`config.mk`:
```
export PLATFORM = sky130hd
export DESIGN_NAME = lsu_load_wb_stage
export DESIGN_NICKNAME = d
export VERILOG_FILES = /design/src/design/wb_select_pkg.sv /design/src/design/mem_access_pkg.sv /design/src/design/lsu_load_wb_stage.sv
export VERILOG_INCLUDE_DIRS = /design/src /design/src/design
export SDC_FILE = /design/constraint.sdc
export NUM_CORES = 1
export LEC_CHECK = 0
export BUFFER_PORTS_ARGS = -buffer_cell sky130_fd_sc_hd__buf_2
export CORE_AREA = 2 2 155 157
export CTS_CLUSTER_DIAMETER = 50
export CTS_CLUSTER_SIZE = 14
export DETAILED_ROUTE_END_ITERATION = 8
export DIE_AREA = 0 0 157 159
export GPL_TIMING_DRIVEN = 0
export PLACE_DENSITY = 0.72
export RECOVER_POWER = 100
export SLEW_MARGIN = 20
export SYNTH_ARGS = -nofsm -noshare
export SYNTH_HDL_FRONTEND = slang
export SYNTH_SLANG_ARGS = --single-unit
```
`constraint.sdc`:
```
create_clock -name i_clk -period 3 [get_ports i_clk]
set_clock_uncertainty 0.1 [all_clocks]
set_input_delay 0 -clock i_clk [delete_from_list [all_inputs] [get_ports i_clk]]
set_output_delay 0 -clock i_clk [all_outputs]
set_load 0.005 [all_outputs]
```
`src/design/lsu_settings.svh`:
```
// LSU sizing macros; LSU_XLEN must stay 64 since the byte-lane logic assumes eight lanes

`ifndef LSU_SETTINGS_SVH
`define LSU_SETTINGS_SVH

// ~~~~~~~~~~~~~~~~~~~~ Data path

`define LSU_XLEN 64                                // Address, data and result width

// ~~~~~~~~~~~~~~~~~~~~ Data memory

// Word index width, so the memory holds 2**LSU_MEM_WORDS_LOG2 words
`define LSU_MEM_WORDS_LOG2 8

`define LSU_MEM_WORDS (1 << `LSU_MEM_WORDS_LOG2)   // Addresses wrap at this word count

`endif
```
`src/design/wb_select_pkg.sv`:
```
// Register-file writeback source select; encoding 2'b11 is unused and falls back to the ALU result

package wb_select_pkg;

  // ~~~~~~~~~~~~~~~~~~~~ Writeback source
  typedef enum logic [1:0] {
    WB_ALU = 2'b00,   // ALU result
    WB_CSR = 2'b01,   // CSR read value
    WB_MEM = 2'b10    // Aligned and extended load data
  } wb_sel_e;

endpackage

```
`src/design/mem_access_pkg.sv`:
```
// Access opcode and lane mask types; execute-side opcode encoding, 3'b111 means no access

package mem_access_pkg;

  // ~~~~~~~~~~~~~~~~~~~~ Access opcode
  // A signed/unsigned pair of one width also encodes the store of that width
  typedef enum logic [2:0] {
    OP_LB   = 3'b000,
    OP_LBU  = 3'b001,
    OP_LH   = 3'b010,
    OP_LHU  = 3'b011,
    OP_LW   = 3'b100,
    OP_LWU  = 3'b101,
    OP_LD   = 3'b110,
    OP_NONE = 3'b111   // No memory access
  } mem_op_e;

  // ~~~~~~~~~~~~~~~~~~~~ Byte lanes
  typedef logic [7:0] lane_mask_t;   // One bit per byte of a 64-bit word

  // Log2 of the access size in bytes
  function automatic logic [1:0] op_size_log2(input mem_op_e op);
    logic [1:0] size;
    case (op)
      OP_LB, OP_LBU: size = 2'd0;
      OP_LH, OP_LHU: size = 2'd1;
      OP_LW, OP_LWU: size = 2'd2;
      OP_LD:         size = 2'd3;
      default:       size = 2'd0;   // OP_NONE never reaches memory
    endcase
    return size;
  endfunction

endpackage

```
`src/design/lsu_load_wb_stage.sv`:
```
// Stages 2 and 3; load data is zero when no read was issued, misaligned loads return shifted data

`timescale 1ns/100ps

`include "lsu_settings.svh"

module lsu_load_wb_stage (
  input  logic                        i_clk,
  input  logic                        i_rst_n,
  input  logic                        i_valid,
  input  logic                        i_rd,
  input  logic [2:0]                  i_offset,
  input  logic                        i_misaligned,
  input  mem_access_pkg::mem_op_e     i_mem_op,
  input  wb_select_pkg::wb_sel_e      i_wb_sel,
  input  logic [`LSU_XLEN-1:0]        i_alu,
  input  logic [`LSU_XLEN-1:0]        i_csr_rdata,
  input  logic [`LSU_XLEN-1:0]        i_csr_result,
  input  logic [`LSU_XLEN-1:0]        i_mem_rdata,
  output logic                        o_wb_valid,
  output logic [`LSU_XLEN-1:0]        o_rf_wdata,
  output logic [`LSU_XLEN-1:0]        o_csr_wdata,
  output logic                        o_misaligned
);

  import mem_access_pkg::*;
  import wb_select_pkg::*;

  logic                   s2_valid;
  logic                   s2_rd;
  logic                   s2_misaligned;
  logic [2:0]             s2_offset;
  mem_op_e                s2_mem_op;
  wb_sel_e                s2_wb_sel;
  logic [`LSU_XLEN-1:0]   s2_alu;
  logic [`LSU_XLEN-1:0]   s2_csr_rdata;
  logic [`LSU_XLEN-1:0]   s2_csr_result;

  logic [`LSU_XLEN-1:0]   rdata;
  logic [`LSU_XLEN-1:0]   shifted;
  logic [`LSU_XLEN-1:0]   load_data;
  logic [`LSU_XLEN-1:0]   wb_data;

  // ~~~~~~~~~~~~~~~~~~~~ Stage 2 sideband
  always_ff @(posedge i_clk) begin
    if (!i_rst_n) begin
      s2_valid      <= 1'b0;
      s2_rd         <= 1'b0;
      s2_misaligned <= 1'b0;
    end else begin
      s2_valid      <= i_valid;
      s2_rd         <= i_rd;
      s2_misaligned <= i_misaligned;
    end
  end

  always_ff @(posedge i_clk) begin
    s2_offset     <= i_offset;
    s2_mem_op     <= i_mem_op;
    s2_wb_sel     <= i_wb_sel;
    s2_alu        <= i_alu;
    s2_csr_rdata  <= i_csr_rdata;
    s2_csr_result <= i_csr_result;
  end

  // ~~~~~~~~~~~~~~~~~~~~ Load align and extend
  assign rdata   = s2_rd ? i_mem_rdata : '0;          // Memory output is stale without a read
  assign shifted = rdata >> {s2_offset, 3'b000};

  always_comb begin
    case (s2_mem_op)
      OP_LB:   load_data = {{(`LSU_XLEN-8){shifted[7]}}, shifted[7:0]};
      OP_LBU:  load_data = {{(`LSU_XLEN-8){1'b0}}, shifted[7:0]};
      OP_LH:   load_data = {{(`LSU_XLEN-16){shifted[15]}}, shifted[15:0]};
      OP_LHU:  load_data = {{(`LSU_XLEN-16){1'b0}}, shifted[15:0]};
      OP_LW:   load_data = {{(`LSU_XLEN-32){shifted[31]}}, shifted[31:0]};
      OP_LWU:  load_data = {{(`LSU_XLEN-32){1'b0}}, shifted[31:0]};
      default: load_data = shifted;                   // OP_LD, and zero for OP_NONE
    endcase
  end

  // ~~~~~~~~~~~~~~~~~~~~ Writeback select
  always_comb begin
    case (s2_wb_sel)
      WB_MEM:  wb_data = load_data;
      WB_CSR:  wb_data = s2_csr_rdata;
      default: wb_data = s2_alu;
    endcase
  end

  // ~~~~~~~~~~~~~~~~~~~~ Stage 3 outputs
  always_ff @(posedge i_clk) begin
    if (!i_rst_n) begin
      o_wb_valid   <= 1'b0;
      o_misaligned <= 1'b0;
    end else begin
      o_wb_valid   <= s2_valid;
      o_misaligned <= s2_valid & s2_misaligned;
    end
  end

  always_ff @(posedge i_clk) begin
    o_rf_wdata  <= wb_data;
    o_csr_wdata <= s2_csr_result;   // CSR value passes straight through
  end

endmodule

```
==> impl_metrics.csv, run 1 <==
group,metric,value,unit
clocking,post-cts-setup-buffer-count,0,
synth,synth_area,10300,µm²
placement,port-buffer-count,398,
status,outcome.stop_stage,"clock tree synthesis",
floorplan,die_width,157,µm
clocking,clockRootBuffer,"sky130_fd_sc_hd__clkbuf_16",
synth,yosys.area_share.xor_xnor,0,%
synth,dominant_combinational_cell_family_by_area_after_synthesis,"compound AO/OA/AOI/OAI gates",
synth,avgSynthCellArea,11.3,µm²
status,outcome,"stopped before the end",
clocking,clock_tree.htree_level_count,1,
clocking,ctsLongestPathBuffers,3,
synth,synth_compound_area_share,13.8,%
floorplan,row_count,56,
placement,routability_driven_placement_congestion_ratio,0.902,
synth,post_synth_mux_area_share,9.62,%
synth,post_synth_fa_ha_maj_area_fraction,0.242,%
clocking,numCtsBuffers,30,
floorplan,top_level_i_o_count,399,
synth,area_share_of_and_or_nand_nor_cells_after_synthesis,8.71,%
synth,ys_ff_latch,333,
synth,synthesis.instances,916,
clocking,cts_hold_buf,337,
floorplan,chipHeight,159,µm
synth,synth_cell_type_count,47,
synth,mappedNetlistNets,1187,
synth,synth_area_leaders,"sky130_fd_sc_hd__dfxtp_1, sky130_fd_sc_hd__mux4_2, sky130_fd_sc_hd__mux2i_1",
clocking,ctsResizeCount,0,
synth,synth-warning-count,0,
floorplan,initial_utilization,44.5,%
placement,dpl_worst_slack,57.8,ps
synth,synth_largest_area_cell,"sky130_fd_sc_hd__dfxtp_1",
synth,synth-seq-area-share,64.6,%
placement,placedCellCount,1633,
status,stop_error,"[ERROR RSZ-0060] Max buffer count reached.",
clocking,cts_num_sinks,333,
placement,dpl.hpwl,27200,µm
synth,synth_top_area_share,64.6,%
==> kinds of logic after synthesis <==
logic type / count (synthesis)
AOI/OAI and AO/OA: 221
adders and majority gates: 2
buffers and inverters: 73
DFF: 333
muxes: 73
and+or+nand+nor: 214
==> per-stage QoR <==
| step | hold WS (ps) | cell area (µm²) | utilization, % |
|---|---|---|---|
| after floorplan | -72.3 | 10300 | - |
| after global placement | 1.81 | 12700 | 54.8 |
| after detailed placement | 3.57 | 12700 | 54.8 |
==> synth_stat cells, drive strengths merged <==
| cell type | number |
|---|---|
| a211oi | 15 |
| a21o | 2 |
| a21oi | 77 |
| a221o | 2 |
| a221oi | 15 |
| a22oi | 5 |
| a31oi | 4 |
| and2 | 7 |
| and3 | 4 |
| and3b | 1 |
| buf | 23 |
| clkbuf | 39 |
| dfxtp | 333 |
| ha | 2 |
| inv | 11 |
| mux2 | 10 |
| mux2i | 43 |
| mux4 | 20 |
| nand2 | 110 |
| nand2b | 5 |
| nand3 | 6 |
| nand3b | 1 |
| nand4 | 1 |
| nand4b | 1 |
| nor2 | 65 |
| nor2b | 9 |
| nor3 | 2 |
| o2111ai | 5 |
| o211ai | 9 |
| o21ai | 52 |
| o221ai | 4 |
| o22ai | 17 |
| o2bb2ai | 1 |
| o311ai | 1 |
| o31ai | 10 |
| o32ai | 2 |
| or2 | 1 |
| or3b | 1 |
==> inputs of run 2 (changes only) <==
--- a/config.mk
+++ b/config.mk
@@ -7,13 +7,10 @@
 export NUM_CORES = 1
 export LEC_CHECK = 0
 export BUFFER_PORTS_ARGS = -buffer_cell sky130_fd_sc_hd__buf_2
-export CORE_AREA = 2 2 155 157
-export CTS_CLUSTER_DIAMETER = 50
-export CTS_CLUSTER_SIZE = 14
+export CORE_UTILIZATION = 40
 export DETAILED_ROUTE_END_ITERATION = 8
-export DIE_AREA = 0 0 157 159
 export GPL_TIMING_DRIVEN = 0
-export PLACE_DENSITY = 0.72
+export PLACE_DENSITY_LB_ADDON = 0.15
 export RECOVER_POWER = 100
 export SLEW_MARGIN = 20
 export SYNTH_ARGS = -nofsm -noshare
==> run 2 against run 1 <==
The run now ends clean. Area after synthesis unchanged. Synthesized cell count did not move.
==> impl_metrics.csv, run 2 <==
group,metric,value,unit
status,outcome,"completed",
setup_path,endpoint_kind,"flip-flop",
setup_path,worst_r2r_endpoint,"o_rf_wdata[26]",
synth,mappedNetlistNets,1187,
sta,final_min_period_over_clock_period,95.5,%
pwr,power-per-cell-area,643,nW/µm²
sta,final-setup-viol-count,0,
placement,port-buffer-count,398,
clocking,clock_tree.htree_level_count,2,
pwr,peakVddDrop,0.000747,V
synth,synth_largest_area_cell,"sky130_fd_sc_hd__dfxtp_1",
global_routing,grt_first_pass_wirelength,57500,µm
synth,synth_area,10300,µm²
drt,detail_route.wirelength.met1,15400,µm
setup_path,ff2ff_path_depth,7,
drt,firstDrtPassIters,5,
floorplan,chipHeight,163,µm
global_routing,grt_use_total,28.9,%
global_routing,maximum_number_of_pins_on_one_net_before_global_route_repair,16,
setup_path,crit_arrival,3130,ps
drt,avgRoutedWirePerCell,19.9,µm
global_routing,gr-total-overflow,0,
drt,drt_wl_total,39100,µm
setup_path,startpoint_of_the_worst_slack_reg_to_reg_timing_path,"s2_offset[0]",
floorplan,die_width,163,µm
setup_path,setup.worst_path.class,"reg -> reg",
setup_path,worstSetupPathDepth,7,
layout,layout-drive-gt1-share,24.7,%
placement,dpl_worst_slack,17.4,ps
drt,final_antenna_net_count,0,
setup_path,startpoint,"s2_offset[0]",
drt,dr_wl_met2,19200,µm
clocking,cts_num_sinks,333,
setup_path,critical_path.endpoint,"o_rf_wdata[26]",
layout,highest_count_cells_in_the_layout_ignoring_fill_and_taps,"sky130_fd_sc_hd__dfxtp_1, sky130_fd_sc_hd__buf_2, sky130_fd_sc_hd__dlygate4sd3_1, sky130_fd_sc_hd__clkbuf_1, sky130_fd_sc_hd__nand2_1",
clocking,clockRootBuffer,"sky130_fd_sc_hd__clkbuf_16",
drt,route.detailed.drc,0,
sta,final.setup.tns,0,ps
global_routing,antenna_violations_before_repair,1,
floorplan,top_level_i_o_count,399,
synth,synth_top_area_share,64.6,%
sta,report.final.slew_viol_count,0,
setup_path,cp_cell_sequence,"buf_4, mux2i_1, o32ai_1, o21ai_2, a21o_1, clkbuf_1, nand2_1",
synth,synth-warning-count,0,
sta,post_layout_minimum_cycle_time,2860,ps
synth,ys_ff_latch,333,
pwr,leakagePower,0.00714,µW
setup_path,stage_delay_of_the_slowest_cell_on_the_critical_path,480,ps
synth,most_repeated_cell_in_the_gate_level_netlist_after_synthesis,"sky130_fd_sc_hd__dfxtp_1",
synth,synth-edff-count,0,
floorplan,core_area,25300,µm²
setup_path,critPathMaxFanout,10,
synth,synth_cell_type_count,47,
synth,main_flop_type_after_synthesis,"sky130_fd_sc_hd__dfxtp_1",
sta,post-route-worst-setup-slack,136,ps
sta,rsz0062_at_grt,"false",
min_path,min-delay-path-class,"in -> reg",
clocking,numCtsBuffers,34,
drt,overall_via_count_from_detail_route,9714,
sta,worst_slew_margin_rel,38.4,%
setup_path,worst-path-buf-inv,2,
flow_run,max_cap_viol_count,0,
placement,dpl.hpwl,26200,µm
setup_path,critical_path.startpoint_type,"flip-flop",
sta,timing.fmax,0.349,GHz
synth,avgSynthCellArea,11.3,µm²
clocking,clock_transition_time_at_the_flip_flop_clock_pins_of_the_worst_setup_and_hold_paths,60,ps
synth,synth.cells.most_frequent,"sky130_fd_sc_hd__dfxtp_1, sky130_fd_sc_hd__nand2_1, sky130_fd_sc_hd__a21oi_1",
setup_path,cp.required,3270,ps
placement,routability_driven_placement_congestion_ratio,0.915,
setup_path,critical-path-top-delay-family,"compound AO/OA/AOI/OAI gates",
drt,route.met3.wl,3060,µm
synth,synth_area_leaders,"sky130_fd_sc_hd__dfxtp_1, sky130_fd_sc_hd__mux4_2, sky130_fd_sc_hd__mux2i_1",
synth,synth-seq-area-share,64.6,%
clocking,clock_network_latency_to_the_later_pin_of_the_worst_skew_pair,520,ps
layout,layout.cell_area.non_filler,16400,µm²
setup_path,worst_case_register_to_register_setup_slack,140,ps
layout,final_nets,1881,
clocking,ctsLongestPathBuffers,3,
drt,initialDrtViolationCount,737,
sta,hold_violations,0,
floorplan,row_count,58,
clocking,cts_tree,"built",
layout,layout-area-overhead-vs-synth,58.6,%
floorplan,initial_utilization,40.9,%
synth,synthesis.instances,916,
setup_path,timing.critical_path.slowest_stage_cell,"sky130_fd_sc_hd__mux2i_1",
floorplan,floorplan.die_area,26500,µm²
sta,max_slew.worst_pin.slew,916,ps
synth,async_flop_share,0,%
drt,routed_via_density,4.94,
global_routing,first_global_vias,10144,
placement,placed_area,12700,µm²
layout,final_common_cell,"sky130_fd_sc_hd__dfxtp_1",
drt,top_layer_used,"met4",
## run 2: cell counts after synthesis
Identical to the previous run, type by type.
## run 2: worst register-to-register path, stage by stage, from the launching register on
cell                       delay [ps]
sky130_fd_sc_hd__dfxtp_1          430
sky130_fd_sc_hd__buf_4            240
sky130_fd_sc_hd__mux2i_1          480
sky130_fd_sc_hd__o32ai_1          250
sky130_fd_sc_hd__o21ai_2          280
sky130_fd_sc_hd__a21o_1           400
sky130_fd_sc_hd__clkbuf_1         390
sky130_fd_sc_hd__nand2_1          160
## run 2: area by class of cell
type	instances	area, µm²
repair buffers	659	4460
multi-input cells	510	3330
plain buffers	61	265
clock buffers	43	945
fillers	1999	8870
clock inverters	17	249
inverters	11	41.3
diodes	2	5.00
well taps	330	413
flip-flops and latches	333	6670
## run 2: power by group
| group | internal [µW] | total, µW | switching (µW) |
|---|---|---|---|
| combinational | 640 | 1270 | 628 |
| sequential | 4710 | 4800 | 89.4 |
| clock | 2690 | 4460 | 1770 |
## run 2: worst min path at each step
stage,cells past startpoint,endpoint,startpoint,slack [ps]
floorplan,0,s2_alu[0],i_alu[0],-70
global placement,1,s2_csr_result[48],i_csr_result[48],2
detailed placement,1,s2_alu[54],i_alu[54],4
CTS,2,s2_csr_result[37],i_csr_result[37],0.8
global route,2,s2_csr_result[47],i_csr_result[47],4
finish,2,s2_csr_result[35],i_csr_result[35],8
## run 2: stage by stage
step / utilization [%] / power [µW] / std cells / hold WS [ps]
3_3_place_gp: 50.4 / 5880 / 1644 / 1.85
6_report: 64.9 / 10500 / 1966 / 8.23
4_1_cts: 65.5 / 10600 / 1965 / 0.777
5_1_grt: 64.9 / 10900 / 1965 / 4.01
3_5_place_dp: 50.4 / 5890 / 1644 / 3.56
2_1_floorplan: - / 5350 / 916 / -72.3
## run 2: kinds of logic (layout without fill, tap and decap cells)
group           Yosys count  after routing  synth area share (%)
flops                   333            333                  64.6
mux                      73             73                  9.62
other cells               0              2                     0
simple gates            214            214                  8.71
buf+inv                  73            791                  3.03
fa+ha+maj                 2              2                 0.242
compound gates          221            221                  13.8
## run 2: repair_timing
| action | in CTS | in global routing |
|---|---|---|
| gates resized for setup | 0 | 3 |
| endpoints found under the setup margin | 0 | 25 |
| hold endpoints to repair | 241 | 0 |
| buffers inserted | 0 | 0 |
| hold buffers | 261 | 0 |
## run 2: layer usage
layer  vias up  GRT usage (%)
li1       4590              -
met1      4548           33.9
met2       490           50.4
met3        86           6.88
met4         0           12.0
met5         -              0
Power figures use the tool's default switching activity.
==> inputs of run 3 (changes only) <==
--- a/config.mk
+++ b/config.mk
@@ -10,9 +10,9 @@
 export CORE_UTILIZATION = 40
 export DETAILED_ROUTE_END_ITERATION = 8
 export GPL_TIMING_DRIVEN = 0
-export PLACE_DENSITY_LB_ADDON = 0.15
+export HOLD_SLACK_MARGIN = 0.15
+export PLACE_DENSITY = 0.68
 export RECOVER_POWER = 100
-export SLEW_MARGIN = 20
 export SYNTH_ARGS = -nofsm -noshare
 export SYNTH_HDL_FRONTEND = slang
 export SYNTH_SLANG_ARGS = --single-unit
==> run 3 against run 2 <==
Area after synthesis did not move. Synthesized cell count did not move. The flow now stops in clock tree synthesis.
==> impl_metrics.csv, run 3 <==
group,metric,value,unit
synth,synth.cells.most_frequent,"sky130_fd_sc_hd__dfxtp_1, sky130_fd_sc_hd__nand2_1, sky130_fd_sc_hd__a21oi_1",
synth,synth_top_area_share,64.6,%
synth,synth_cell_type_count,47,
floorplan,chipHeight,163,µm
floorplan,initial_utilization,40.9,%
synth,synthesis.instances,916,
clocking,post-cts-setup-buffer-count,0,
synth,avgSynthCellArea,11.3,µm²
floorplan,top_level_i_o_count,399,
clocking,clock_tree.htree_level_count,2,
placement,dpl.hpwl,27700,µm
synth,synth_area_leaders,"sky130_fd_sc_hd__dfxtp_1, sky130_fd_sc_hd__mux4_2, sky130_fd_sc_hd__mux2i_1",
synth,ys_ff_latch,333,
synth,synth_largest_area_cell,"sky130_fd_sc_hd__dfxtp_1",
status,outcome,"stopped before the end",
synth,dominant_combinational_cell_family_by_area_after_synthesis,"compound AO/OA/AOI/OAI gates",
status,stop_error,"[ERROR RSZ-0060] Max buffer count reached.",
synth,post_synth_mux_area_share,9.62,%
synth,most_repeated_cell_in_the_gate_level_netlist_after_synthesis,"sky130_fd_sc_hd__dfxtp_1",
floorplan,row_count,58,
placement,routability_driven_placement_congestion_ratio,0.970,
synth,synth-warning-count,0,
clocking,cts_hold_buf,342,
status,outcome.stop_stage,"clock tree synthesis",
clocking,clockRootBuffer,"sky130_fd_sc_hd__clkbuf_16",
synth,async_flop_share,0,%
synth,mappedNetlistNets,1187,
synth,area_share_of_and_or_nand_nor_cells_after_synthesis,8.71,%
synth,main_flop_type_after_synthesis,"sky130_fd_sc_hd__dfxtp_1",
clocking,ctsLongestPathBuffers,3,
clocking,numCtsBuffers,34,
clocking,ctsResizeCount,0,
synth,synth_area,10300,µm²
synth,synth-edff-count,0,
synth,post_synth_fa_ha_maj_area_fraction,0.242,%
clocking,cts_num_sinks,333,
placement,port-buffer-count,398,
floorplan,die_width,163,µm
synth,synth_compound_area_share,13.8,%
synth,synth-seq-area-share,64.6,%
synth,yosys.area_share.xor_xnor,0,%
-- run 3: cell counts after synthesis --
Identical to the previous run, type by type.
-- run 3: cells by family after synthesis --
family          after synthesis
compound gates              221
fa+ha+maj                     2
buf+inv                      73
flops                       333
mux                          73
simple gates                214
-- run 3: through the flow --
step / cells / hold WS, ps / util, % / worst slack (ps) / instance area [µm²]
after floorplan: 916 / -72.3 / - / 909 / 10300
after global placement: 1644 / 1.81 / 50.4 / 75.4 / 12700
after detailed placement: 1644 / 3.57 / 50.4 / 43.6 / 12700
