`src/design/lsu_settings.svh`:
```
// LSU sizing macros; LSU_XLEN must stay 64 since the byte-lane logic assumes eight lanes

`ifndef LSU_SETTINGS_SVH
`define LSU_SETTINGS_SVH

// ~~~~~~~~~~~~~~~~~~~~ Data path

`define LSU_XLEN 64                                // Address, data and result width

// ~~~~~~~~~~~~~~~~~~~~ Data memory

// Word index width, so the memory holds 2**LSU_MEM_WORDS_LOG2 words
`define LSU_MEM_WORDS_LOG2 8

`define LSU_MEM_WORDS (1 << `LSU_MEM_WORDS_LOG2)   // Addresses wrap at this word count

`endif
```
`src/design/wb_select_pkg.sv`:
```
// Register-file writeback source select; encoding 2'b11 is unused and falls back to the ALU result

package wb_select_pkg;

  // ~~~~~~~~~~~~~~~~~~~~ Writeback source
  typedef enum logic [1:0] {
    WB_ALU = 2'b00,   // ALU result
    WB_CSR = 2'b01,   // CSR read value
    WB_MEM = 2'b10    // Aligned and extended load data
  } wb_sel_e;

endpackage

```
`src/design/mem_access_pkg.sv`:
```
// Access opcode and lane mask types; execute-side opcode encoding, 3'b111 means no access

package mem_access_pkg;

  // ~~~~~~~~~~~~~~~~~~~~ Access opcode
  // A signed/unsigned pair of one width also encodes the store of that width
  typedef enum logic [2:0] {
    OP_LB   = 3'b000,
    OP_LBU  = 3'b001,
    OP_LH   = 3'b010,
    OP_LHU  = 3'b011,
    OP_LW   = 3'b100,
    OP_LWU  = 3'b101,
    OP_LD   = 3'b110,
    OP_NONE = 3'b111   // No memory access
  } mem_op_e;

  // ~~~~~~~~~~~~~~~~~~~~ Byte lanes
  typedef logic [7:0] lane_mask_t;   // One bit per byte of a 64-bit word

  // Log2 of the access size in bytes
  function automatic logic [1:0] op_size_log2(input mem_op_e op);
    logic [1:0] size;
    case (op)
      OP_LB, OP_LBU: size = 2'd0;
      OP_LH, OP_LHU: size = 2'd1;
      OP_LW, OP_LWU: size = 2'd2;
      OP_LD:         size = 2'd3;
      default:       size = 2'd0;   // OP_NONE never reaches memory
    endcase
    return size;
  endfunction

endpackage

```
`src/design/lsu_agen_stage.sv`:
```
// Stage 1 address decode; misaligned stores are dropped, misaligned loads are still read, no trap

`timescale 1ns/100ps

`include "lsu_settings.svh"

module lsu_agen_stage (
  input  logic                                   i_clk,
  input  logic                                   i_rst_n,
  input  logic                                   i_req_valid,
  input  logic [`LSU_XLEN-1:0]                   i_addr,
  input  logic [`LSU_XLEN-1:0]                   i_store_data,
  input  mem_access_pkg::mem_op_e                i_mem_op,
  input  logic                                   i_rd_en,
  input  logic                                   i_wr_en,
  input  wb_select_pkg::wb_sel_e                 i_wb_sel,
  input  logic [`LSU_XLEN-1:0]                   i_alu_result,
  input  logic [`LSU_XLEN-1:0]                   i_csr_rdata,
  input  logic [`LSU_XLEN-1:0]                   i_csr_result,
  output logic                                   o_valid,
  output logic [`LSU_MEM_WORDS_LOG2-1:0]         o_word_idx,
  output logic [2:0]                             o_offset,
  output mem_access_pkg::lane_mask_t             o_mask,
  output logic [`LSU_XLEN-1:0]                   o_wdata,
  output logic                                   o_rd,
  output logic                                   o_wr,
  output logic                                   o_misaligned,
  output mem_access_pkg::mem_op_e                o_mem_op,
  output wb_select_pkg::wb_sel_e                 o_wb_sel,
  output logic [`LSU_XLEN-1:0]                   o_alu,
  output logic [`LSU_XLEN-1:0]                   o_csr_rdata,
  output logic [`LSU_XLEN-1:0]                   o_csr_result
);

  import mem_access_pkg::*;

  logic [2:0]     offset;
  logic [1:0]     size;
  lane_mask_t     base_mask;
  logic [2:0]     align_bits;
  logic           real_op;
  logic           misaligned;

  // ~~~~~~~~~~~~~~~~~~~~ Decode
  assign offset  = i_addr[2:0];
  assign size    = op_size_log2(i_mem_op);
  assign real_op = (i_mem_op != OP_NONE);

  always_comb begin
    case (size)
      2'd0: begin
        base_mask  = 8'h01;
        align_bits = 3'b000;
      end
      2'd1: begin
        base_mask  = 8'h03;
        align_bits = 3'b001;
      end
      2'd2: begin
        base_mask  = 8'h0f;
        align_bits = 3'b011;
      end
      default: begin
        base_mask  = 8'hff;
        align_bits = 3'b111;
      end
    endcase
  end

  assign misaligned = i_req_valid & (i_rd_en | i_wr_en) & real_op & (|(offset & align_bits));

  // ~~~~~~~~~~~~~~~~~~~~ Stage 1 registers
  always_ff @(posedge i_clk) begin
    if (!i_rst_n) begin
      o_valid      <= 1'b0;
      o_rd         <= 1'b0;
      o_wr         <= 1'b0;
      o_misaligned <= 1'b0;
    end else begin
      o_valid      <= i_req_valid;
      o_rd         <= i_req_valid & i_rd_en & real_op;
      o_wr         <= i_req_valid & i_wr_en & real_op & ~misaligned;   // Bad stores never write
      o_misaligned <= misaligned;
    end
  end

  always_ff @(posedge i_clk) begin
    o_word_idx   <= i_addr[3 +: `LSU_MEM_WORDS_LOG2];   // Upper address bits wrap
    o_offset     <= offset;
    o_mask       <= base_mask << offset;                 // Lanes past byte 7 fall off
    o_wdata      <= i_store_data << {offset, 3'b000};
    o_mem_op     <= i_mem_op;
    o_wb_sel     <= i_wb_sel;
    o_alu        <= i_alu_result;
    o_csr_rdata  <= i_csr_rdata;
    o_csr_result <= i_csr_result;
  end

endmodule

```
`config.mk`:
```
export PLATFORM = sky130hd
export DESIGN_NAME = lsu_agen_stage
export DESIGN_NICKNAME = d
export VERILOG_FILES = /design/src/design/wb_select_pkg.sv /design/src/design/mem_access_pkg.sv /design/src/design/lsu_agen_stage.sv
export VERILOG_INCLUDE_DIRS = /design/src /design/src/design
export SDC_FILE = /design/constraint.sdc
export NUM_CORES = 1
export LEC_CHECK = 0
export ABC_AREA = 1
export BUFFER_PORTS_ARGS = -buffer_cell sky130_fd_sc_hd__buf_2
export CORE_AREA = 2 2 236 238
export DETAILED_ROUTE_END_ITERATION = 8
export DIE_AREA = 0 0 238 240
export SLEW_MARGIN = 25
export SYNTH_ARGS = -nofsm -noshare
export SYNTH_HDL_FRONTEND = slang
export SYNTH_SLANG_ARGS = --single-unit
```
`constraint.sdc`:
```
create_clock -name i_clk -period 1.1 [get_ports i_clk]
set_input_delay 0.055 -clock i_clk [delete_from_list [all_inputs] [get_ports i_clk]]
set_output_delay 0.055 -clock i_clk [all_outputs]
set_load 0.03 [all_outputs]
```
Word level (Yosys, flattened, before mapping) --
Cells that the tools add are included.
Word-level totals: register bits 284, bits of input ports 330, output and inout bits 284, word-level logic and storage cells 41
Cells by class: eq/ne operators 8, shift operators 2, multiplexer cells 3, bitwise gates (word level) 11, reductions and logical operators 4
Operator list (count):
- 64-bit by 6-bit left shift with 64-bit output | 1
- 8-bit case mux with 3 select lines | 1
- 3-bit == test, second input constant | 3
- 3-bit case mux with 3 select lines | 1
- 1-bit AND | 8
- 8-bit by 3-bit left shift with 8-bit output | 1
- 3-bit by 2-bit == test with 1-bit output, second input constant | 2
- 2-bit case mux with 3 select lines | 1
- 2-bit OR reduction | 2
- 3-bit AND | 1
- 3-bit inequality test, second input constant | 1
- 3-bit OR reduction | 1
- 2-bit by 1-bit == test with 1-bit output, second input constant | 1
- 2-bit == test, second input constant | 1
- 2-bit zero test | 1
- 1-bit NOT | 1
- 1-bit bitwise OR | 1

Logic depth before layout (Yosys ltp) --
Gate-level depths: netlist of the first run.
word-level depth 10, gate-level depth with buffers 8, mapped depth without buffers 7

Least setup slack after synthesis of the first run --
No wires, ideal clock.
path type input to register, from in i_addr[0], to reg o_wdata[57], setup time 0.128 ns, arrival time 0.753 ns, slack 0.220 ns, stages 7, buffers on the path 2, cells stage by stage buf_6 > buf_6 > or2_1 > o21ai_2 > nand2_1 > nand3_1 > o21ai_1
On the way: cells in the longest elaborated chain, start to end 1
Ends and longest elaborated chain:
- from (decl) | RTL line lsu_agen_stage.sv:11 | input logic [`LSU_XLEN-1:0] i_addr,
- 64-bit by 6-bit left shift with 64-bit output | RTL line lsu_agen_stage.sv:91 | o_wdata <= i_store_data << {offset, 3'b000};
- to (signal assigned) | RTL line lsu_agen_stage.sv:91
- to (decl) | RTL line lsu_agen_stage.sv:24 | output logic [`LSU_XLEN-1:0] o_wdata,
Every way passes these cells. A chain may end at the register's enable or synchronous reset.

Final worst setup path of the first run --
from reg o_csr_result[39], to out o_csr_result[39]
RTL lines:
- from (decl) | RTL line lsu_agen_stage.sv:32 | output logic [`LSU_XLEN-1:0] o_csr_result
- from (signal assigned) | RTL line lsu_agen_stage.sv:96 | o_csr_result <= i_csr_result;
No word-level cell between the ends.

==> impl_metrics.csv, run 1 <==
group,metric,value,unit
status,run_status,"complete, but fails checks",
status,violations,"negative setup slack",
layout,multiInputGateArea,1720,sq um
power_and_ir_drop,power_density,1650,nW/um^2
routing,route.detailed.drc,0,
placement,hpwl,38300,um
global_route,antenna_found_initial,13,
layout,syn2layout_area_growth,133,%
synthesis,yosysSeqAreaShare,73.4,%
power_and_ir_drop,p_total,29.7,mW
cts,cts_setup_buffers,0,
synthesis,yosys_warnings,0,
routing,viasPerCell,3.71,
cts,root_buffer,"clkbuf_16",
cts,htree_levels,2,
critical_path,critPathTopFamily,"flip-flops",
routing,drt-total-wl,50700,um
layout,fillCellCount,5511,
global_route,grt_overflow_total,0,
critical_path,cp-startpoint,"o_csr_result[39]",
critical_path,endpoint_kind,"output port",
synthesis,ys_ff_latch,284,
synthesis,ys_types,25,
routing,drt-initial-drc-count,328,
routing,dr_total_vias,8769,
cts,clock_path_buffers,3,
timing,tns,-0.109,ns
synthesis,synth_simple_gate_area_share,16.2,%
die,core_area,54700,sq um
worst_hold_path,holdPathStages,5,
timing,fmax,0.895,GHz
timing,final.setup.worst_slack,-0.0177,ns
synthesis,synth.cell_area,7740,sq um
power_and_ir_drop,p_leak,8.29,nW
cts,cts_tree,"done",
critical_path,crit_chain,"buf_12",
synthesis,synth_xor_area_share,0,%
power_and_ir_drop,ir_drop,0.894,mV
global_route,grt_pass1_vias,9443,
timing,finalMaxSlewViolations,0,
routing,wl_met1,17300,um
synthesis,syn_inst,733,
timing,min_period,1.12,ns
die,die_y,240,um
die,dieArea,57100,sq um
cts,clk_pin_slew,0.06,ns
worst_hold_path,hold_end,"o_mask[0]",
placement,gp_congestion,0.852,
timing,rsz0062_at_grt,"true",
synthesis,syn_avg_cell_area,10.6,sq um
critical_path,path_class,"reg -> out",
cts,cts_made_buffers,37,
flow_run,max_cap_violations,0,
synthesis,synth_mux_area_share,0.259,%
die,initial_core_util,14.2,%
critical_path,slowest_stage,"dfxtp_4",
timing,worstMarginPinSlew,0.354,ns
worst_hold_path,hold_start,"i_addr[1]",
routing,wl_met2,25700,um
synthesis,yosys.area_share.adder,0,%
layout,drive_above_1_share,57.6,%
timing,slew_headroom,76.1,%
global_route,grtUsageTotal,16.9,%
die,fp.dieW,238,um
placement,portBuffers,560,
critical_path,cp_max_fo,1,
timing,finalCritPeriodShare,102,%
routing,dr.pass1.iters,5,
global_route,grt_pass1_wl,68600,um
timing,setup_viol,11,
layout,finalNetCount,1951,
critical_path,path_buf_inv,1,
layout,mostFrequentLayoutCell,"dlygate4sd3_1",
layout,area.sequential,6070,sq um
critical_path,crit_path_max_incr_delay,0.37,ns
critical_path,arrival,1.06,ns
routing,maxUsedRoutingLayer,"met5",
global_route,grt_max_degree,37,
worst_hold_path,worstHoldPathType,"in -> reg",
die,rows,86,
layout,design_area,18100,sq um
cts,cts_sinks,284,
placement,placed_area,11600,sq um
synthesis,synth_nets,1063,
layout,layout_common_cells,"281 x dlygate4sd3_1, 274 x buf_2, 258 x buf_6",
critical_path,crit_path_start_kind,"flip-flop",
synthesis,synth_top_family_by_area,"simple AND/OR/NAND/NOR gates",
synthesis,synth_compound_area_share,5.74,%
critical_path,crit_required,1.04,ns
die,io_pins,614,
timing,finalHoldViolations,0,
routing,dr_wl_met3,4140,um
routing,avgRoutedWirePerCell,21.5,um
routing,ant_nets,0,
==> logic make-up after synthesis <==
family,Yosys count
flops,284
compound gates,80
simple gates,301
buf+inv,66
mux,2
==> through the flow <==
stage	hold slack (ns)	std cells	setup slack [ns]	util [%]
2_1_floorplan	0.0827	733	0.220	-
3_3_place_gp	0.157	2007	-0.0899	21.3
3_5_place_dp	0.159	2007	-0.122	21.3
4_1_cts	0.0104	2358	-0.0686	32.8
5_1_grt	0.0320	2361	-0.0657	33.0
6_report	0.0425	2362	-0.0177	33.0
==> final cells by class <==
cell class	count	area share, %
antenna	8	0.111
multi-input combinational	383	9.54
sequential	284	33.6
timing repair buffer	882	43.8
clock buffer	49	5.82
tap	704	4.88
clock inverter	19	1.54
inverter	33	0.700
==> worst max path at each step <==
| stage | end | slack, ns | cells after the start |
|---|---|---|---|
| final | o_csr_result[39] | -0.02 | 1 |
| after global routing | o_csr_result[26] | -0.07 | 1 |
| after CTS | o_csr_result[26] | -0.07 | 1 |
| after detailed placement | o_mask[7] | -0.12 | 7 |
| after global placement | o_mask[7] | -0.09 | 7 |
| after floorplan | o_wdata[57] | 0.22 | 7 |
==> sequential cells by signal, summed over array words and instances (netlist names) <==
register	flops
o_alu	64
o_csr_rdata	64
o_csr_result	64
o_mask	8
o_mem_op	3
o_misaligned	1
o_offset	3
o_rd	1
o_valid	1
o_wb_sel	2
o_wdata	64
o_word_idx	8
o_wr	1
==> per-layer routing <==
layer / vias up / track usage (%)
met1: 4035 / 16.6
met2: 469 / 31.0
li1: 4124 / -
met5: - / 0
met3: 135 / 5.45
met4: 6 / 9.79
==> repair_timing <==
action | in CTS | in global routing
gates resized for setup | 824 | 57
pin swaps | 0 | 1
endpoints found under the setup margin | 284 | 235
hold buffers | 283 | 0
endpoints found under the hold margin | 272 | 0
==> report_power, final <==
group          total, mW  switching (mW)  internal (mW)
Sequential          11.4           0.392           11.0
Clock               12.9            5.11           7.82
Combinational       5.38            2.82           2.56
==> Yosys cell counts <==
cell type | n | area (sq um)
nand2_4 | 2 | 22.5
o21ai_2 | 3 | 26.3
mux2i_1 | 2 | 20.0
nand2_1 | 172 | 646
clkbuf_1 | 6 | 22.5
nor2_4 | 2 | 22.5
o211ai_1 | 7 | 52.6
inv_4 | 1 | 6.26
buf_2 | 12 | 60.1
buf_6 | 6 | 67.6
and2_0 | 1 | 6.26
nor2_1 | 61 | 229
buf_4 | 4 | 30.0
inv_1 | 28 | 105
o21ai_1 | 41 | 205
o211ai_2 | 2 | 25.0
and2_1 | 5 | 31.3
or2_1 | 6 | 37.5
nand3_1 | 52 | 260
a21oi_1 | 5 | 25.0
inv_2 | 4 | 15.0
buf_1 | 4 | 15.0
dfxtp_1 | 284 | 5690
o21ai_0 | 22 | 110
buf_8 | 1 | 15.0
(Power assumes the default switching activity.)
==> run 2: changes to the inputs <==
==> constraint.sdc (replaced) <==
create_clock -name i_clk -period 1.1 [get_ports i_clk]
set_input_delay 0.22 -clock i_clk [delete_from_list [all_inputs] [get_ports i_clk]]
set_output_delay 0.22 -clock i_clk [all_outputs]
set_load 0.03 [all_outputs]
==> run 2 against run 1 <==
Effect of this change: the run still ends with negative setup slack left; combinational power down 3%; setup slack worse by 0.17 ns; count of clock-buffer cells in the layout unchanged; critical endpoint is now o_csr_rdata[62]; largest cell class unchanged.
==> impl_metrics.csv, run 2 (synthesis gave the netlist of run 1 again) <==
group,metric,value,unit
status,run_status,"complete, but fails checks",
status,violations,"negative setup slack",
timing,finalHoldViolations,0,
global_route,grt_pass1_wl,68300,um
cts,root_buffer,"clkbuf_16",
die,fp.dieW,238,um
timing,slew_headroom,79.9,%
cts,cts_setup_buffers,0,
placement,portBuffers,560,
routing,ant_nets,0,
timing,final.setup.worst_slack,-0.185,ns
power_and_ir_drop,clkPwrFrac,41.4,%
critical_path,path_class,"reg -> out",
routing,dr_total_vias,8458,
critical_path,critPathTopFamily,"flip-flops",
routing,drt-total-wl,50700,um
routing,viasPerCell,3.67,
layout,syn2layout_area_growth,125,%
power_and_ir_drop,ir_drop,0.943,mV
critical_path,crit_required,0.88,ns
layout,mostFrequentLayoutCell,"buf_2",
timing,fmax,0.778,GHz
timing,finalMaxSlewViolations,0,
power_and_ir_drop,p_sw_share,28.3,%
critical_path,crit_chain,"buf_6",
power_and_ir_drop,power.switching,8.06,mW
cts,cts_tree,"done",
layout,multiInputGateArea,1720,sq um
cts,cts_made_buffers,35,
placement,placed_area,11800,sq um
timing,hold_slack,0.0375,ns
die,initial_core_util,14.2,%
power_and_ir_drop,internal_power,20.4,mW
critical_path,path_buf_inv,1,
cts,htree_levels,2,
placement,gp_congestion,0.850,
layout,drive_above_1_share,60.8,%
critical_path,endpoint_kind,"output port",
timing,min_period,1.29,ns
critical_path,cp_max_fo,1,
worst_hold_path,hold_end,"o_wdata[7]",
die,die_y,240,um
flow_run,max_cap_violations,0,
global_route,grt_overflow_total,0,
global_route,grt_pass1_vias,9305,
timing,rsz0062_at_grt,"true",
placement,placed_cells,2019,
layout,fillCellCount,5552,
power_and_ir_drop,p_leak,8.03,nW
die,core_area,54700,sq um
layout,design_area,17400,sq um
cts,clock_path_buffers,3,
layout,finalNetCount,1897,
routing,dr.pass1.iters,4,
cts,cts_sinks,284,
layout,layout_common_cells,"276 x buf_2, 264 x dfxtp_2, 260 x buf_6",
power_and_ir_drop,seqPwrFrac,40.2,%
die,io_pins,614,
power_and_ir_drop,p_comb_share,18.4,%
global_route,grt_max_degree,41,
timing,tns,-34.57,ns
cts,clk_pin_slew,0.07,ns
critical_path,crit_path_start_kind,"flip-flop",
die,dieArea,57100,sq um
worst_hold_path,worstHoldPathType,"in -> reg",
worst_hold_path,hold_start,"i_store_data[7]",
die,rows,86,
global_route,grtUsageTotal,17.0,%
worst_hold_path,holdPathStages,3,
routing,route.detailed.drc,0,
power_and_ir_drop,power_density,1640,nW/um^2
timing,setup_viol,284,
timing,finalCritPeriodShare,117,%
layout,area.sequential,6090,sq um
critical_path,crit_path_max_incr_delay,0.39,ns
critical_path,arrival,1.07,ns
layout,fin_cells,2302,
timing,worstMarginPinSlew,0.298,ns
routing,avgRoutedWirePerCell,22.0,um
global_route,antenna_found_initial,17,
placement,hpwl,38700,um
critical_path,slowest_stage,"dfxtp_4",
routing,drt-initial-drc-count,347,
layout,postLayoutCoreUtil,31.8,%
## run 2: cell count changes in the layout (fill, tap and decap cells not counted), sizes merged
cell,delta
dlygate4sd3,-66
buf,+14
bufinv,-2
clkinv,-2
clkinvlp,-2
diode,-2
## run 2: through the flow
stage / setup slack, ns / power, mW
after CTS: -0.207 / 28.8
after detailed placement: -0.281 / 15.2
final: -0.185 / 28.4
after global placement: -0.286 / 15.2
after global routing: -0.217 / 29.5
after floorplan: 0.0546 / 13.2
## run 2: area by class of cell
class / count / share of cell area [%]
Sequential cell: 284 / 35.0
Clock inverter: 13 / 0.979
Inverter: 33 / 0.727
Antenna cell: 6 / 0.0864
Tap cell: 704 / 5.07
Multi-Input combinational cell: 383 / 9.89
Clock buffer: 49 / 5.74
Timing Repair Buffer: 830 / 42.5
## run 2: power groups by stage
stage,clock network (mW),registers [mW],logic (mW)
after floorplan,0,12.6,0.677
after global placement,0,11.4,3.82
after detailed placement,0,11.4,3.81
after CTS,12.1,11.4,5.24
after global routing,12.5,11.5,5.50
final,11.8,11.4,5.23
## run 2: repair_timing
item	in CTS	in global routing
pin swaps	0	0
hold endpoints to repair	216	0
hold buffers	215	0
gates resized for setup	894	5
cloned	0	0
endpoints found under the setup margin	284	286
## run 2: how the worst max path moves through the flow
stage,slack (ns),endpoint,cells past startpoint,startpoint
after floorplan,0.05,o_wdata[57],7,i_addr[0]
after global placement,-0.29,o_wdata[52],7,i_addr[0]
after detailed placement,-0.28,o_wdata[52],7,i_addr[0]
after CTS,-0.21,o_wdata[63],1,o_wdata[63]
after global routing,-0.22,o_csr_rdata[62],1,o_csr_rdata[62]
final,-0.19,o_csr_rdata[62],1,o_csr_rdata[62]
## run 2: routing by layer
metal  up-vias  track usage (%)  wire [um]
li1       4009                -          -
met1      3854             16.4      17400
met2       448             30.8      25700
met3       127             6.02       4180
met4        20             10.6       3350
met5         -                0        134
==> run 3: changes to the inputs <==
CTS_BUF_LIST = sky130_fd_sc_hd__clkbuf_8 sky130_fd_sc_hd__clkbuf_16   (was unset)
==> run 3 against run 2 <==
Effect of this change: the run still ends with negative setup slack left; die area stayed put; critical path type unchanged; sequential power about the same; non-clock buffer count stayed put; clock power hardly changed; routed wire length grew 0.14%; setup slack lost 0.0024 ns; power is 0.15% lower.
==> impl_metrics.csv, run 3 (synthesis gave the netlist of run 1 again) <==
group,metric,value,unit
worst_hold_path,worstHoldPathType,"in -> reg",
global_route,grt_max_degree,41,
die,core_area,54700,sq um
placement,portBuffers,560,
status,run_status,"complete, but fails checks",
cts,root_buffer,"clkbuf_16",
global_route,grt_overflow_total,0,
power_and_ir_drop,p_leak,8.06,nW
critical_path,critPathTopFamily,"flip-flops",
critical_path,crit_required,0.88,ns
routing,avgRoutedWirePerCell,22.0,um
flow_run,max_cap_violations,0,
layout,finalNetCount,1897,
power_and_ir_drop,power_density,1630,nW/um^2
cts,clk_pin_slew,0.07,ns
critical_path,slowest_stage,"dfxtp_4",
routing,ant_nets,0,
die,fp.dieW,238,um
timing,rsz0062_at_grt,"true",
critical_path,endpoint_kind,"output port",
timing,finalHoldViolations,0,
placement,gp_congestion,0.850,
layout,multiInputGateArea,1720,sq um
critical_path,crit_path_start_kind,"flip-flop",
critical_path,path_buf_inv,1,
timing,fmax,0.777,GHz
cts,cts_sinks,284,
placement,placed_cells,2019,
layout,fin_cells,2302,
worst_hold_path,hold_end,"o_wdata[7]",
worst_hold_path,holdPathStages,3,
layout,area.sequential,6090,sq um
global_route,antenna_found_initial,17,
layout,layout_common_cells,"276 x buf_2, 264 x dfxtp_2, 260 x buf_6",
layout,syn2layout_area_growth,125,%
routing,drt-initial-drc-count,372,
cts,cts_setup_buffers,0,
die,rows,86,
die,initial_core_util,14.2,%
routing,viasPerCell,3.67,
timing,setup_viol,284,
global_route,grt_pass1_vias,9307,
timing,slew_headroom,78.4,%
placement,hpwl,38700,um
routing,route.detailed.drc,0,
routing,dr_total_vias,8451,
critical_path,crit_chain,"buf_6",
timing,finalMaxSlewViolations,0,
cts,cts_made_buffers,35,
critical_path,arrival,1.07,ns
routing,dr.pass1.iters,5,
die,die_y,240,um
layout,drive_above_1_share,60.8,%
critical_path,crit_path_max_incr_delay,0.39,ns
worst_hold_path,hold_start,"i_store_data[7]",
timing,final.setup.worst_slack,-0.188,ns
status,violations,"negative setup slack",
cts,clock_path_buffers,3,
timing,finalCritPeriodShare,117,%
timing,hold_slack,0.0352,ns
cts,htree_levels,2,
layout,mostFrequentLayoutCell,"buf_2",
critical_path,cp_max_fo,1,
critical_path,path_class,"reg -> out",
global_route,grt_pass1_wl,68300,um
power_and_ir_drop,ir_drop,0.949,mV
routing,drt-total-wl,50800,um
die,io_pins,614,
cts,cts_tree,"done",
timing,worstMarginPinSlew,0.321,ns
layout,fillCellCount,5552,
timing,min_period,1.29,ns
placement,pre_cts_slack,-0.281,ns
die,dieArea,57100,sq um
global_route,grtUsageTotal,17.0,%
-- run 3: where the power goes --
part           total, mW  leakage [nW]  switching (mW)  internal [mW]
Clock               11.7         0.591            4.88           6.84
Sequential          11.4          2.41           0.419           11.0
Combinational       5.24          5.05            2.78           2.45
-- run 3: how the worst max path moves through the flow --
stage / from / end / slack [ns] / cells after the start
6_report: o_csr_rdata[62] / o_csr_rdata[62] / -0.19 / 1
5_1_grt: o_csr_rdata[62] / o_csr_rdata[62] / -0.22 / 1
4_1_cts: o_wdata[63] / o_wdata[63] / -0.21 / 1
3_5_place_dp: i_addr[0] / o_wdata[52] / -0.28 / 7
3_3_place_gp: i_addr[0] / o_wdata[52] / -0.29 / 7
2_1_floorplan: i_addr[0] / o_wdata[57] / 0.05 / 7
-- run 3: routing by layer --
metal  track usage (%)  part of all wire (%)  vias to the layer above
met5                 0                  0.26                        -
met4              10.9                   6.8                       20
met3              6.11                   8.5                      129
met2              30.6                    50                      451
met1              16.4                    34                     3843
li1                  -                     -                     4008
-- run 3: metrics by stage --
step	total power, mW	TNS [ns]	area, sq um	util (%)
2_1_floorplan	13.2	0	7740	-
3_3_place_gp	15.2	-11.10	11800	21.5
3_5_place_dp	15.2	-11.65	11800	21.5
4_1_cts	28.7	-45.29	17400	31.7
5_1_grt	29.4	-45.78	17400	31.8
6_report	28.4	-34.83	17400	31.8
-- run 3: layout make-up --
type	instances	share of cell area, %
diodes	6	0.0864
clock buffers	42	5.59
clock inverters	20	1.13
inverters	33	0.727
multi-input cells	383	9.89
flip-flops and latches	284	35.0
well taps	704	5.07
repair buffers	830	42.5
-- run 3: timing repair --
item                       in CTS  in global routing
setup endpoints to repair     284                286
gates resized for setup       894                  5
hold endpoints to repair      216                  0
hold buffers                  215                  0
